[src/hdl/tnoc_cfg.svh]
`ifndef TNOC_CFG_SVH
`define TNOC_CFG_SVH

// address width shared by the AXI4-Lite side and the request flit.
`define TNOC_ADDR_W 16

// data width of AXI4-Lite write data, read data and flit payload.
`define TNOC_DATA_W 32

// number of virtual channels on the network output link.
`define TNOC_VCS 2

// width of a virtual channel index, enough to count TNOC_VCS channels.
`define TNOC_VC_W 1

`endif

[src/hdl/tnoc_pkg.sv]
`include "tnoc_cfg.svh"

package tnoc_pkg;

  typedef logic [`TNOC_ADDR_W-1:0] tnoc_addr_t;
  typedef logic [`TNOC_DATA_W-1:0] tnoc_data_t;
  typedef logic [3:0]              tnoc_strb_t;
  typedef logic [`TNOC_VC_W-1:0]   tnoc_vc_t;
  typedef logic [0:0]              tnoc_kind_t;
  typedef logic [1:0]              tnoc_resp_t;

  localparam tnoc_kind_t TNOC_KIND_WRITE = 1'b0;
  localparam tnoc_kind_t TNOC_KIND_READ  = 1'b1;
  localparam tnoc_resp_t TNOC_RESP_OKAY  = 2'b00;

  // single-flit request, the vc field is filled in by the write/read mux.
  typedef struct packed {
    tnoc_kind_t kind;
    tnoc_vc_t   vc;
    tnoc_addr_t addr;
    tnoc_data_t data;
    tnoc_strb_t strb;
  } tnoc_flit_t;

  typedef struct packed {
    tnoc_data_t data;
    tnoc_resp_t resp;
  } tnoc_rsp_t;

  typedef struct packed {
    tnoc_addr_t addr;
    logic [2:0] prot;
  } tnoc_axil_a_t;

  typedef struct packed {
    tnoc_data_t data;
    tnoc_strb_t strb;
  } tnoc_axil_w_t;

  typedef struct packed {
    tnoc_data_t data;
    tnoc_resp_t resp;
  } tnoc_axil_r_t;

  typedef enum logic [1:0] {WR_COLLECT, WR_SEND, WR_RESP} tnoc_wr_state_e;

  typedef enum logic [1:0] {RD_IDLE, RD_SEND, RD_WAIT, RD_RESP} tnoc_rd_state_e;

endpackage

[src/hdl/tnoc_axi_write_packetizer.sv]
`timescale 1ns/1ns

module tnoc_axi_write_packetizer
  import tnoc_pkg::*;
(
  input  logic           clk,
  input  logic           i_rst_n,
  input  logic           i_aw_valid,
  input  tnoc_axil_a_t   i_aw,
  output logic           o_aw_ready,
  input  logic           i_w_valid,
  input  tnoc_axil_w_t   i_w,
  output logic           o_w_ready,
  output logic           o_b_valid,
  output tnoc_resp_t     o_b_resp,
  input  logic           i_b_ready,
  output logic           o_flit_valid,
  output tnoc_flit_t     o_flit,
  input  logic           i_flit_ready
);

  tnoc_wr_state_e state;
  logic           aw_held;
  logic           w_held;
  logic           aw_fire;
  logic           w_fire;
  logic           both_held;
  tnoc_addr_t     addr_q;
  tnoc_data_t     data_q;
  tnoc_strb_t     strb_q;

  //~~~~~~~~~~~~~~~~~~~~~~~~~~~~~~~~~~~~~~~~~~~~~~~~~~~~~~~~~~~~~~~~~~~~~~~~~~
  // AW and W collection
  //~~~~~~~~~~~~~~~~~~~~~~~~~~~~~~~~~~~~~~~~~~~~~~~~~~~~~~~~~~~~~~~~~~~~~~~~~~

  // each half is accepted once, in whatever order the master sends it.
  assign o_aw_ready = (state == WR_COLLECT) && !aw_held;
  assign o_w_ready  = (state == WR_COLLECT) && !w_held;
  assign aw_fire    = i_aw_valid && o_aw_ready;
  assign w_fire     = i_w_valid && o_w_ready;
  assign both_held  = (aw_held || aw_fire) && (w_held || w_fire);

  always_ff @(posedge clk) begin
    if (aw_fire) begin
      addr_q <= i_aw.addr;
    end
    if (w_fire) begin
      data_q <= i_w.data;
      strb_q <= i_w.strb;
    end
  end

  always_ff @(posedge clk) begin
    if (!i_rst_n) begin
      state   <= WR_COLLECT;
      aw_held <= 1'b0;
      w_held  <= 1'b0;
    end else begin
      case (state)
        WR_COLLECT: begin
          if (both_held) begin
            state   <= WR_SEND;
            aw_held <= 1'b0;
            w_held  <= 1'b0;
          end else begin
            aw_held <= aw_held || aw_fire;
            w_held  <= w_held || w_fire;
          end
        end
        WR_SEND: begin
          if (i_flit_ready) begin
            state <= WR_RESP;
          end
        end
        WR_RESP: begin
          if (i_b_ready) begin
            state <= WR_COLLECT;
          end
        end
        default: state <= WR_COLLECT;
      endcase
    end
  end

  //~~~~~~~~~~~~~~~~~~~~~~~~~~~~~~~~~~~~~~~~~~~~~~~~~~~~~~~~~~~~~~~~~~~~~~~~~~
  // flit and B response
  //~~~~~~~~~~~~~~~~~~~~~~~~~~~~~~~~~~~~~~~~~~~~~~~~~~~~~~~~~~~~~~~~~~~~~~~~~~

  always_comb begin
    o_flit      = '0;
    o_flit.kind = TNOC_KIND_WRITE;
    o_flit.addr = addr_q;
    o_flit.data = data_q;
    o_flit.strb = strb_q;
  end

  assign o_flit_valid = (state == WR_SEND);

  // the write is reported done only once the network has taken its flit.
  assign o_b_valid = (state == WR_RESP);
  assign o_b_resp  = TNOC_RESP_OKAY;

endmodule

[src/hdl/tnoc_axi_read_packetizer.sv]
`timescale 1ns/1ns

module tnoc_axi_read_packetizer
  import tnoc_pkg::*;
(
  input  logic          clk,
  input  logic          i_rst_n,
  input  logic          i_ar_valid,
  input  tnoc_axil_a_t  i_ar,
  output logic          o_ar_ready,
  output logic          o_flit_valid,
  output tnoc_flit_t    o_flit,
  input  logic          i_flit_ready,
  input  logic          i_rsp_valid,
  input  tnoc_rsp_t     i_rsp,
  output logic          o_rsp_ready,
  output logic          o_r_valid,
  output tnoc_axil_r_t  o_r,
  input  logic          i_r_ready
);

  tnoc_rd_state_e state;
  logic           ar_fire;
  logic           rsp_fire;
  tnoc_addr_t     addr_q;
  tnoc_axil_r_t   r_q;

  assign o_ar_ready  = (state == RD_IDLE);
  assign o_rsp_ready = (state == RD_WAIT);
  assign ar_fire     = i_ar_valid && o_ar_ready;
  assign rsp_fire    = i_rsp_valid && o_rsp_ready;

  always_ff @(posedge clk) begin
    if (ar_fire) begin
      addr_q <= i_ar.addr;
    end
    if (rsp_fire) begin
      r_q.data <= i_rsp.data;
      r_q.resp <= i_rsp.resp;
    end
  end

  // only one read is in flight, so responses need no tag.
  always_ff @(posedge clk) begin
    if (!i_rst_n) begin
      state <= RD_IDLE;
    end else begin
      case (state)
        RD_IDLE: begin
          if (ar_fire) begin
            state <= RD_SEND;
          end
        end
        RD_SEND: begin
          if (i_flit_ready) begin
            state <= RD_WAIT;
          end
        end
        RD_WAIT: begin
          if (rsp_fire) begin
            state <= RD_RESP;
          end
        end
        RD_RESP: begin
          if (i_r_ready) begin
            state <= RD_IDLE;
          end
        end
        default: state <= RD_IDLE;
      endcase
    end
  end

  // read flits carry no data and no strobes.
  always_comb begin
    o_flit      = '0;
    o_flit.kind = TNOC_KIND_READ;
    o_flit.addr = addr_q;
  end

  assign o_flit_valid = (state == RD_SEND);
  assign o_r_valid    = (state == RD_RESP);
  assign o_r          = r_q;

endmodule

[src/hdl/tnoc_axi_write_read_mux.sv]
`timescale 1ns/1ns

`include "tnoc_cfg.svh"

module tnoc_axi_write_read_mux
  import tnoc_pkg::*;
(
  input  logic                 clk,
  input  logic                 i_rst_n,
  input  tnoc_vc_t             i_write_vc,
  input  logic                 i_write_valid,
  input  tnoc_flit_t           i_write_flit,
  output logic                 o_write_ready,
  input  tnoc_vc_t             i_read_vc,
  input  logic                 i_read_valid,
  input  tnoc_flit_t           i_read_flit,
  output logic                 o_read_ready,
  output logic                 o_flit_valid,
  output tnoc_flit_t           o_flit,
  input  logic [`TNOC_VCS-1:0] i_flit_vc_ready
);

  tnoc_flit_t write_flit;
  tnoc_flit_t read_flit;
  logic       write_eligible;
  logic       read_eligible;
  logic       grant_read;
  logic       flit_taken;
  logic       ptr_read_q;

  //~~~~~~~~~~~~~~~~~~~~~~~~~~~~~~~~~~~~~~~~~~~~~~~~~~~~~~~~~~~~~~~~~~~~~~~~~~
  // VC stamping
  //~~~~~~~~~~~~~~~~~~~~~~~~~~~~~~~~~~~~~~~~~~~~~~~~~~~~~~~~~~~~~~~~~~~~~~~~~~

  always_comb begin
    write_flit    = i_write_flit;
    write_flit.vc = i_write_vc;
    read_flit     = i_read_flit;
    read_flit.vc  = i_read_vc;
  end

  // a source may only compete while its own VC can accept a flit.
  assign write_eligible = i_write_valid && i_flit_vc_ready[i_write_vc];
  assign read_eligible  = i_read_valid && i_flit_vc_ready[i_read_vc];

  //~~~~~~~~~~~~~~~~~~~~~~~~~~~~~~~~~~~~~~~~~~~~~~~~~~~~~~~~~~~~~~~~~~~~~~~~~~
  // round-robin arbitration
  //~~~~~~~~~~~~~~~~~~~~~~~~~~~~~~~~~~~~~~~~~~~~~~~~~~~~~~~~~~~~~~~~~~~~~~~~~~

  always_comb begin
    if (write_eligible && read_eligible) begin
      grant_read = ptr_read_q;
    end else begin
      grant_read = read_eligible;
    end
  end

  // a flit is offered only on a cycle where its VC is ready, so every offer is taken at once.
  assign o_flit_valid = grant_read ? read_eligible : write_eligible;
  assign o_flit       = grant_read ? read_flit : write_flit;
  assign flit_taken   = o_flit_valid && i_flit_vc_ready[o_flit.vc];

  assign o_write_ready = !grant_read && i_flit_vc_ready[i_write_vc];
  assign o_read_ready  = grant_read && i_flit_vc_ready[i_read_vc];

  // the pointer turns to the other source after every flit that leaves.
  always_ff @(posedge clk) begin
    if (!i_rst_n) begin
      ptr_read_q <= 1'b0;
    end else if (flit_taken) begin
      ptr_read_q <= !grant_read;
    end
  end

endmodule

[src/hdl/tnoc_axi_local_port.sv]
`timescale 1ns/1ns

`include "tnoc_cfg.svh"

module tnoc_axi_local_port
  import tnoc_pkg::*;
(
  input  logic                 clk,
  input  logic                 i_rst_n,
  input  logic                 i_aw_valid,
  input  tnoc_axil_a_t         i_aw,
  output logic                 o_aw_ready,
  input  logic                 i_w_valid,
  input  tnoc_axil_w_t         i_w,
  output logic                 o_w_ready,
  output logic                 o_b_valid,
  output tnoc_resp_t           o_b_resp,
  input  logic                 i_b_ready,
  input  logic                 i_ar_valid,
  input  tnoc_axil_a_t         i_ar,
  output logic                 o_ar_ready,
  output logic                 o_r_valid,
  output tnoc_axil_r_t         o_r,
  input  logic                 i_r_ready,
  output logic                 o_flit_valid,
  output tnoc_flit_t           o_flit,
  input  logic [`TNOC_VCS-1:0] i_flit_vc_ready,
  input  logic                 i_rsp_valid,
  input  tnoc_rsp_t            i_rsp,
  output logic                 o_rsp_ready,
  input  tnoc_vc_t             i_write_vc,
  input  tnoc_vc_t             i_read_vc
);

  logic       write_valid;
  tnoc_flit_t write_flit;
  logic       write_ready;
  logic       read_valid;
  tnoc_flit_t read_flit;
  logic       read_ready;

  tnoc_axi_write_packetizer u_write_packetizer (
    .clk          (clk),
    .i_rst_n      (i_rst_n),
    .i_aw_valid   (i_aw_valid),
    .i_aw         (i_aw),
    .o_aw_ready   (o_aw_ready),
    .i_w_valid    (i_w_valid),
    .i_w          (i_w),
    .o_w_ready    (o_w_ready),
    .o_b_valid    (o_b_valid),
    .o_b_resp     (o_b_resp),
    .i_b_ready    (i_b_ready),
    .o_flit_valid (write_valid),
    .o_flit       (write_flit),
    .i_flit_ready (write_ready)
  );

  tnoc_axi_read_packetizer u_read_packetizer (
    .clk          (clk),
    .i_rst_n      (i_rst_n),
    .i_ar_valid   (i_ar_valid),
    .i_ar         (i_ar),
    .o_ar_ready   (o_ar_ready),
    .o_flit_valid (read_valid),
    .o_flit       (read_flit),
    .i_flit_ready (read_ready),
    .i_rsp_valid  (i_rsp_valid),
    .i_rsp        (i_rsp),
    .o_rsp_ready  (o_rsp_ready),
    .o_r_valid    (o_r_valid),
    .o_r          (o_r),
    .i_r_ready    (i_r_ready)
  );

  tnoc_axi_write_read_mux u_write_read_mux (
    .clk             (clk),
    .i_rst_n         (i_rst_n),
    .i_write_vc      (i_write_vc),
    .i_write_valid   (write_valid),
    .i_write_flit    (write_flit),
    .o_write_ready   (write_ready),
    .i_read_vc       (i_read_vc),
    .i_read_valid    (read_valid),
    .i_read_flit     (read_flit),
    .o_read_ready    (read_ready),
    .o_flit_valid    (o_flit_valid),
    .o_flit          (o_flit),
    .i_flit_vc_ready (i_flit_vc_ready)
  );

endmodule

[config.mk]
export PLATFORM = sky130hd
export DESIGN_NAME = tnoc_axi_local_port
export DESIGN_NICKNAME = d
export VERILOG_FILES = /design/src/hdl/tnoc_pkg.sv /design/src/hdl/tnoc_axi_write_packetizer.sv /design/src/hdl/tnoc_axi_read_packetizer.sv /design/src/hdl/tnoc_axi_write_read_mux.sv /design/src/hdl/tnoc_axi_local_port.sv
export VERILOG_INCLUDE_DIRS = /design/src /design/src/hdl
export SDC_FILE = /design/constraint.sdc
export NUM_CORES = 1
export LEC_CHECK = 0
export BUFFER_PORTS_ARGS = -buffer_cell sky130_fd_sc_hd__buf_4
export CORE_UTILIZATION = 35
export CTS_CLUSTER_DIAMETER = 120
export DETAILED_ROUTE_END_ITERATION = 8
export PLACE_DENSITY_LB_ADDON = 0.15
export SLEW_MARGIN = 20
export SYNTH_ARGS = -nofsm -noshare
export SYNTH_HDL_FRONTEND = slang
export SYNTH_SLANG_ARGS = --single-unit
[constraint.sdc]
create_clock -name clk -period 3.43 [get_ports clk]
set_input_delay 0.1715 -clock clk [delete_from_list [all_inputs] [get_ports clk]]
set_output_delay 0.1715 -clock clk [all_outputs]
set_load 0.005 [all_outputs]
; Word-level counts from Yosys, hierarchy flattened
; Index checks and enable logic that the tools add are counted.
; W data, S select, Z words.
[totals]
wordCells = 68
regBits = 109
[op_classes]
order_cmp = 3
eq_ne = 12
muxes = 20
reduce_logical = 22
[ops]
columns = op, n
row1 = $mux W54, 1
row2 = $mux W2, 7
row3 = $logic_and A1 B1 Y1, 13
row4 = $mux W1, 10
row5 = $ne A2 B2 Y1 const B, 4
row6 = $pmux W2 S4, 1
row7 = $eq A2 B2 Y1 const B, 3
row8 = $lt A1 B2 Y1 const B, 3
row9 = $ne A2 B1 Y1 const B, 3
row10 = $pmux W2 S3, 1
row11 = $eq A2 B1 Y1 const B, 2
row12 = $logic_not A2 Y1, 2
row13 = $reduce_and A4 Y1, 1
row14 = $logic_not A1 Y1, 3
row15 = $reduce_and A3 Y1, 1
row16 = $logic_or A1 B1 Y1, 2

; Longest topological paths before layout
[logic_depth]
depth_word = 9
ltp_mapped = 6
mapped_depth_nobuf = 6

; Hierarchy
; Synthesis repeated with hierarchy kept, for this count alone.
[unflattened]
cells_unflattened = 265
hier_area_um2 = 4744.6
[modules_own_cells]
columns = mod, cells_per_inst, seq_area_each_um2, area_per_inst_um2, instances
row1 = tnoc_axi_read_packetizer, 112, 1541.5, 2010.7, 1
row2 = tnoc_axi_write_packetizer, 81, 1641.6, 1826.8, 1
row3 = tnoc_axi_write_read_mux, 72, 20.0, 907.1, 1

; Worst setup path before layout
; OpenSTA, ideal clock, no wires.
[synth_timing]
path_type = register -> register
startpoint = reg u_write_packetizer.state[1]
endpoint = reg u_write_packetizer.data_q[0] (enable)
path_stages_with_launch = 4
path_slack_ps = 1372
path_buffers = 0
synth_period_minus_slack_ps = 2058
t_required_ps = 3033
arrival_time_ps = 1661
cell_sequence = dfxtp_1 > or2_2 > nor2_1 > and2_1
[synth_between]
elab_chain_len = 3
[synth_rtl]
columns = item, line
row1 = "start, declared", tnoc_axi_write_packetizer.sv:22  ; tnoc_wr_state_e state;
row2 = "start signal, assigned", tnoc_axi_write_packetizer.sv:55  ; state <= WR_COLLECT;
row3 = "start signal, assigned", tnoc_axi_write_packetizer.sv:62  ; state <= WR_SEND;
row4 = "start signal, assigned", tnoc_axi_write_packetizer.sv:72  ; state <= WR_RESP;
row5 = $logic_not A2 Y1, tnoc_axi_write_packetizer.sv:38  ; assign o_w_ready = (state == WR_COLLECT) && !w_held;
row6 = $logic_and A1 B1 Y1, tnoc_axi_write_packetizer.sv:38
row7 = via o_w_ready, tnoc_axi_local_port.sv:15  ; output logic o_w_ready,
row8 = $logic_and A1 B1 Y1, tnoc_axi_write_packetizer.sv:40  ; assign w_fire = i_w_valid && o_w_ready;
row9 = via u_write_packetizer.w_fire, tnoc_axi_write_packetizer.sv:26  ; logic w_fire;
row10 = "end signal, assigned", tnoc_axi_write_packetizer.sv:48  ; data_q <= i_w.data;
row11 = "end, declared", tnoc_axi_write_packetizer.sv:29  ; tnoc_data_t data_q;
; The timed path passes the listed nets, and every way through them passes these cells.
; A chain may end at the register's enable or synchronous reset.

==> flow_summary.toml <==
[global_routing]
grt_max_degree = 37
met1_usage = 0.186
use_met3 = 0.0616
met2_usage = 0.292
grt_pass1_wl_um = 15000
track_usage = 0.171
busiest_layer = "met2"
grt-ovfl-total = 0
antenna_found_initial = 0
grt_pass1_vias = 3094

[sta]
slew_violations = 0
fin_crit_ns = 2.24
tns_ns = 0
hold_violations = 0
rsz0062_at_grt = "no"
finalSetupViolCount = 0
fmax_ghz = 0.447
clock_skew_ns = 0.00533
tightest_slew_ns = 0.851
finalCritPeriodShare = 0.652
maxSlewHeadroom = 0.433

[synthesis]
async_flop_share = 0
synthTopCellsByArea = "edfxtp_1 (76%), and2_1 (6.2%), mux2_2 (5.3%)"
yosys.cell_count.top_type = "edfxtp_1"
syn_avg_cell_area_um2 = 18.0
ys_types = 27
seq_area_frac_synth = 0.793
synth_edf_count = 102
ys_ff_latch = 109
syn_inst = 225
synth_top_area_frac = 0.758
ys.flop_type = "edfxtp_1"
synth_area_um2 = 4040
synth_top_cell_by_area = "edfxtp_1"
synthTopCellsByCount = "edfxtp_1 (102), and2_1 (40), mux2_2 (19)"
yosysWarnings = 0

[critical_path]
path_delay_family = "buffers and inverters"
path_cells = "inv_1, ha_1, o311ai_4, buf_4, mux2_2, buf_4"
critPathMaxFanout = 33
cp.depth = 6
worstPathRequired_ns = 3.26
reg2reg_to = "u_write_packetizer.data_q[22]$_DFFE_PP_"
critical_path_arrival_ns = 2.06
worstPathBufferInverterCount = 3
rrSetupSlack_ns = 1.56
reg2reg_depth = 3
max_stage_delay_ns = 0.38
start_kind = "register"
crit_type = "reg -> out"
r2r-start = "u_write_packetizer.state[0]$_SDFFE_PN0P_"
cp-end-kind = "primary output"
cp_common_cell = "buf_4"
cp_slowest_cell = "dfxtp_1"

[pwr]
peakVddDrop_mv = 0.292
power_density_nw_per_um2 = 529
leakagePower_nw = 2.93

[run]
maxCapViolations = 0

[clock_tree]
htree_levels = 3
cts_setup_buffers = 0
clockBufferDepth = 2
clkTransAtPathRegs_ns = 0.07
root_buffer = "clkbuf_16"
clk-insertion-delay-late_ns = 0.35
cts.sinks = 109
cts_tree = "built"
numCtsBuffers = 9

[route]
drcViolationCount = 0
vias = 3002
antenna_left = 0
first_pass_iters = 4
routedWlPerCell_um = 14.7
drtIter0Drc = 72
vias_per_cell = 4.38
routed_wl_um = 10100

[hold_path]
min_path_type = "in -> reg"
hold_path_depth = 2
min_from = "i_rst_n"
min_to = "u_write_packetizer.state[0]$_SDFFE_PN0P_"

[floorplan]
placeableCoreArea_um2 = 11000
die-height_um = 109
die_area_um2 = 12000
initial_core_util = 0.366
io_pins = 217
die_x_um = 109
num_rows = 38

[place]
place_area_um2 = 5740
dp_hpwl_um = 6570
io_buffers = 208
gp_congestion = 0.708
dp.cells = 568

[layout]
final_layout_size_suffix_gt1_frac = 0.458
final_area_um2 = 7090
diodes = 0
final_nets = 665
syn_to_final_growth_pct = 75.4
finalNonFillerCells = 686
fin_util = 0.643

[outcome]
status = "finished clean"
-- layer usage --
layer / vias up / wire length [um] / share of wire
met2: 140 / 5140 / 0.51
li1: 1448 / - / -
met1: 1401 / 3840 / 0.38
met3: 13 / 917 / 0.091
met5: - / 0 / 0
met4: 0 / 213 / 0.021
-- placed cells by master (no fill, tap or decap), types with 3 or more instances in the layout --
| cell type | instances |
|---|---|
| mux2i_1 | 3 |
| nand2_1 | 7 |
| and2_1 | 39 |
| nand2b_1 | 4 |
| dlygate4sd3_1 | 102 |
| mux2_2 | 19 |
| nor2_1 | 7 |
| inv_1 | 4 |
| buf_4 | 211 |
| o21ai_0 | 3 |
| edfxtp_1 | 102 |
| dfxtp_1 | 7 |
| a21oi_1 | 3 |
| ha_1 | 4 |
| clkbuf_16 | 9 |
-- metrics by stage --
stage          power [mW]  setup WS (ns)  hold WS (ns)
3_3_place_gp         2.56           1.54         0.350
6_report             3.75           1.19         0.101
4_1_cts              3.79           1.16        0.0845
3_5_place_dp         2.58           1.53         0.351
5_1_grt              3.94           1.06         0.109
2_1_floorplan        2.10           1.37         0.270
-- cells by family after synthesis --
kind of cell / share of synthesized area
buffers and inverters: 0.0189
AO/OA/AOI/OAI: 0.0251
other: 0.000928
AND/OR/NAND/NOR: 0.0898
flip-flops: 0.793
adder cells (fa/ha/maj): 0.0124
multiplexers: 0.0604
-- layout make-up --
type	count	area, um2
inverter	4	15.0
tap	140	175
clock buffer	9	225
timing repair buffer	313	2610
sequential	109	3200
multi-input combinational	104	767
fill	818	3940
clock inverter	7	97.6
-- worst max path at each step --
stage	startpoint	end	slack, ns
3_5_place_dp	u_write_packetizer.state[1]$_SDFFE_PN0P_	u_write_packetizer.addr_q[6]$_DFFE_PP_	1.53
3_3_place_gp	u_read_packetizer.state[1]$_SDFFE_PN0P_	o_flit[51]	1.54
5_1_grt	u_read_packetizer.state[1]$_SDFFE_PN0P_	o_flit[38]	1.06
6_report	u_read_packetizer.state[1]$_SDFFE_PN0P_	o_flit[51]	1.19
4_1_cts	u_read_packetizer.state[1]$_SDFFE_PN0P_	o_flit[49]	1.16
2_1_floorplan	u_write_packetizer.state[1]$_SDFFE_PN0P_	u_write_packetizer.data_q[0]$_DFFE_PP_	1.37
-- worst reg2reg max path, delay by kind of cell (launching register included) --
kind,cells,cell delay [ns]
and+or+nand+nor,3,1.14
DFF,1,0.34
-- power breakdown --
| group | switching (mW) | leakage [nW] | total (mW) | internal [mW] |
|---|---|---|---|---|
| clock | 0.472 | 0.154 | 1.12 | 0.644 |
| sequential | 0.0508 | 1.01 | 1.72 | 1.67 |
| combinational | 0.385 | 1.76 | 0.919 | 0.534 |
-- sequential cells by signal, indices dropped and copies added (netlist names) --
| signal | count |
|---|---|
| u_write_packetizer.w_held | 1 |
| u_read_packetizer.state | 2 |
| u_write_packetizer.addr_q | 16 |
| u_write_packetizer.strb_q | 4 |
| u_write_read_mux.ptr_read_q | 1 |
| u_write_packetizer.aw_held | 1 |
| u_read_packetizer.addr_q | 16 |
| u_read_packetizer.o_r | 34 |
| u_write_packetizer.data_q | 32 |
| u_write_packetizer.state | 2 |
-- repair_timing --
item                       in CTS  in global routing
hold endpoints to repair      102                  0
gates resized for setup         0                  0
hold buffers                  102                  0
setup endpoints to repair       0                  0
No activity file was read; power rests on OpenSTA's default activity.
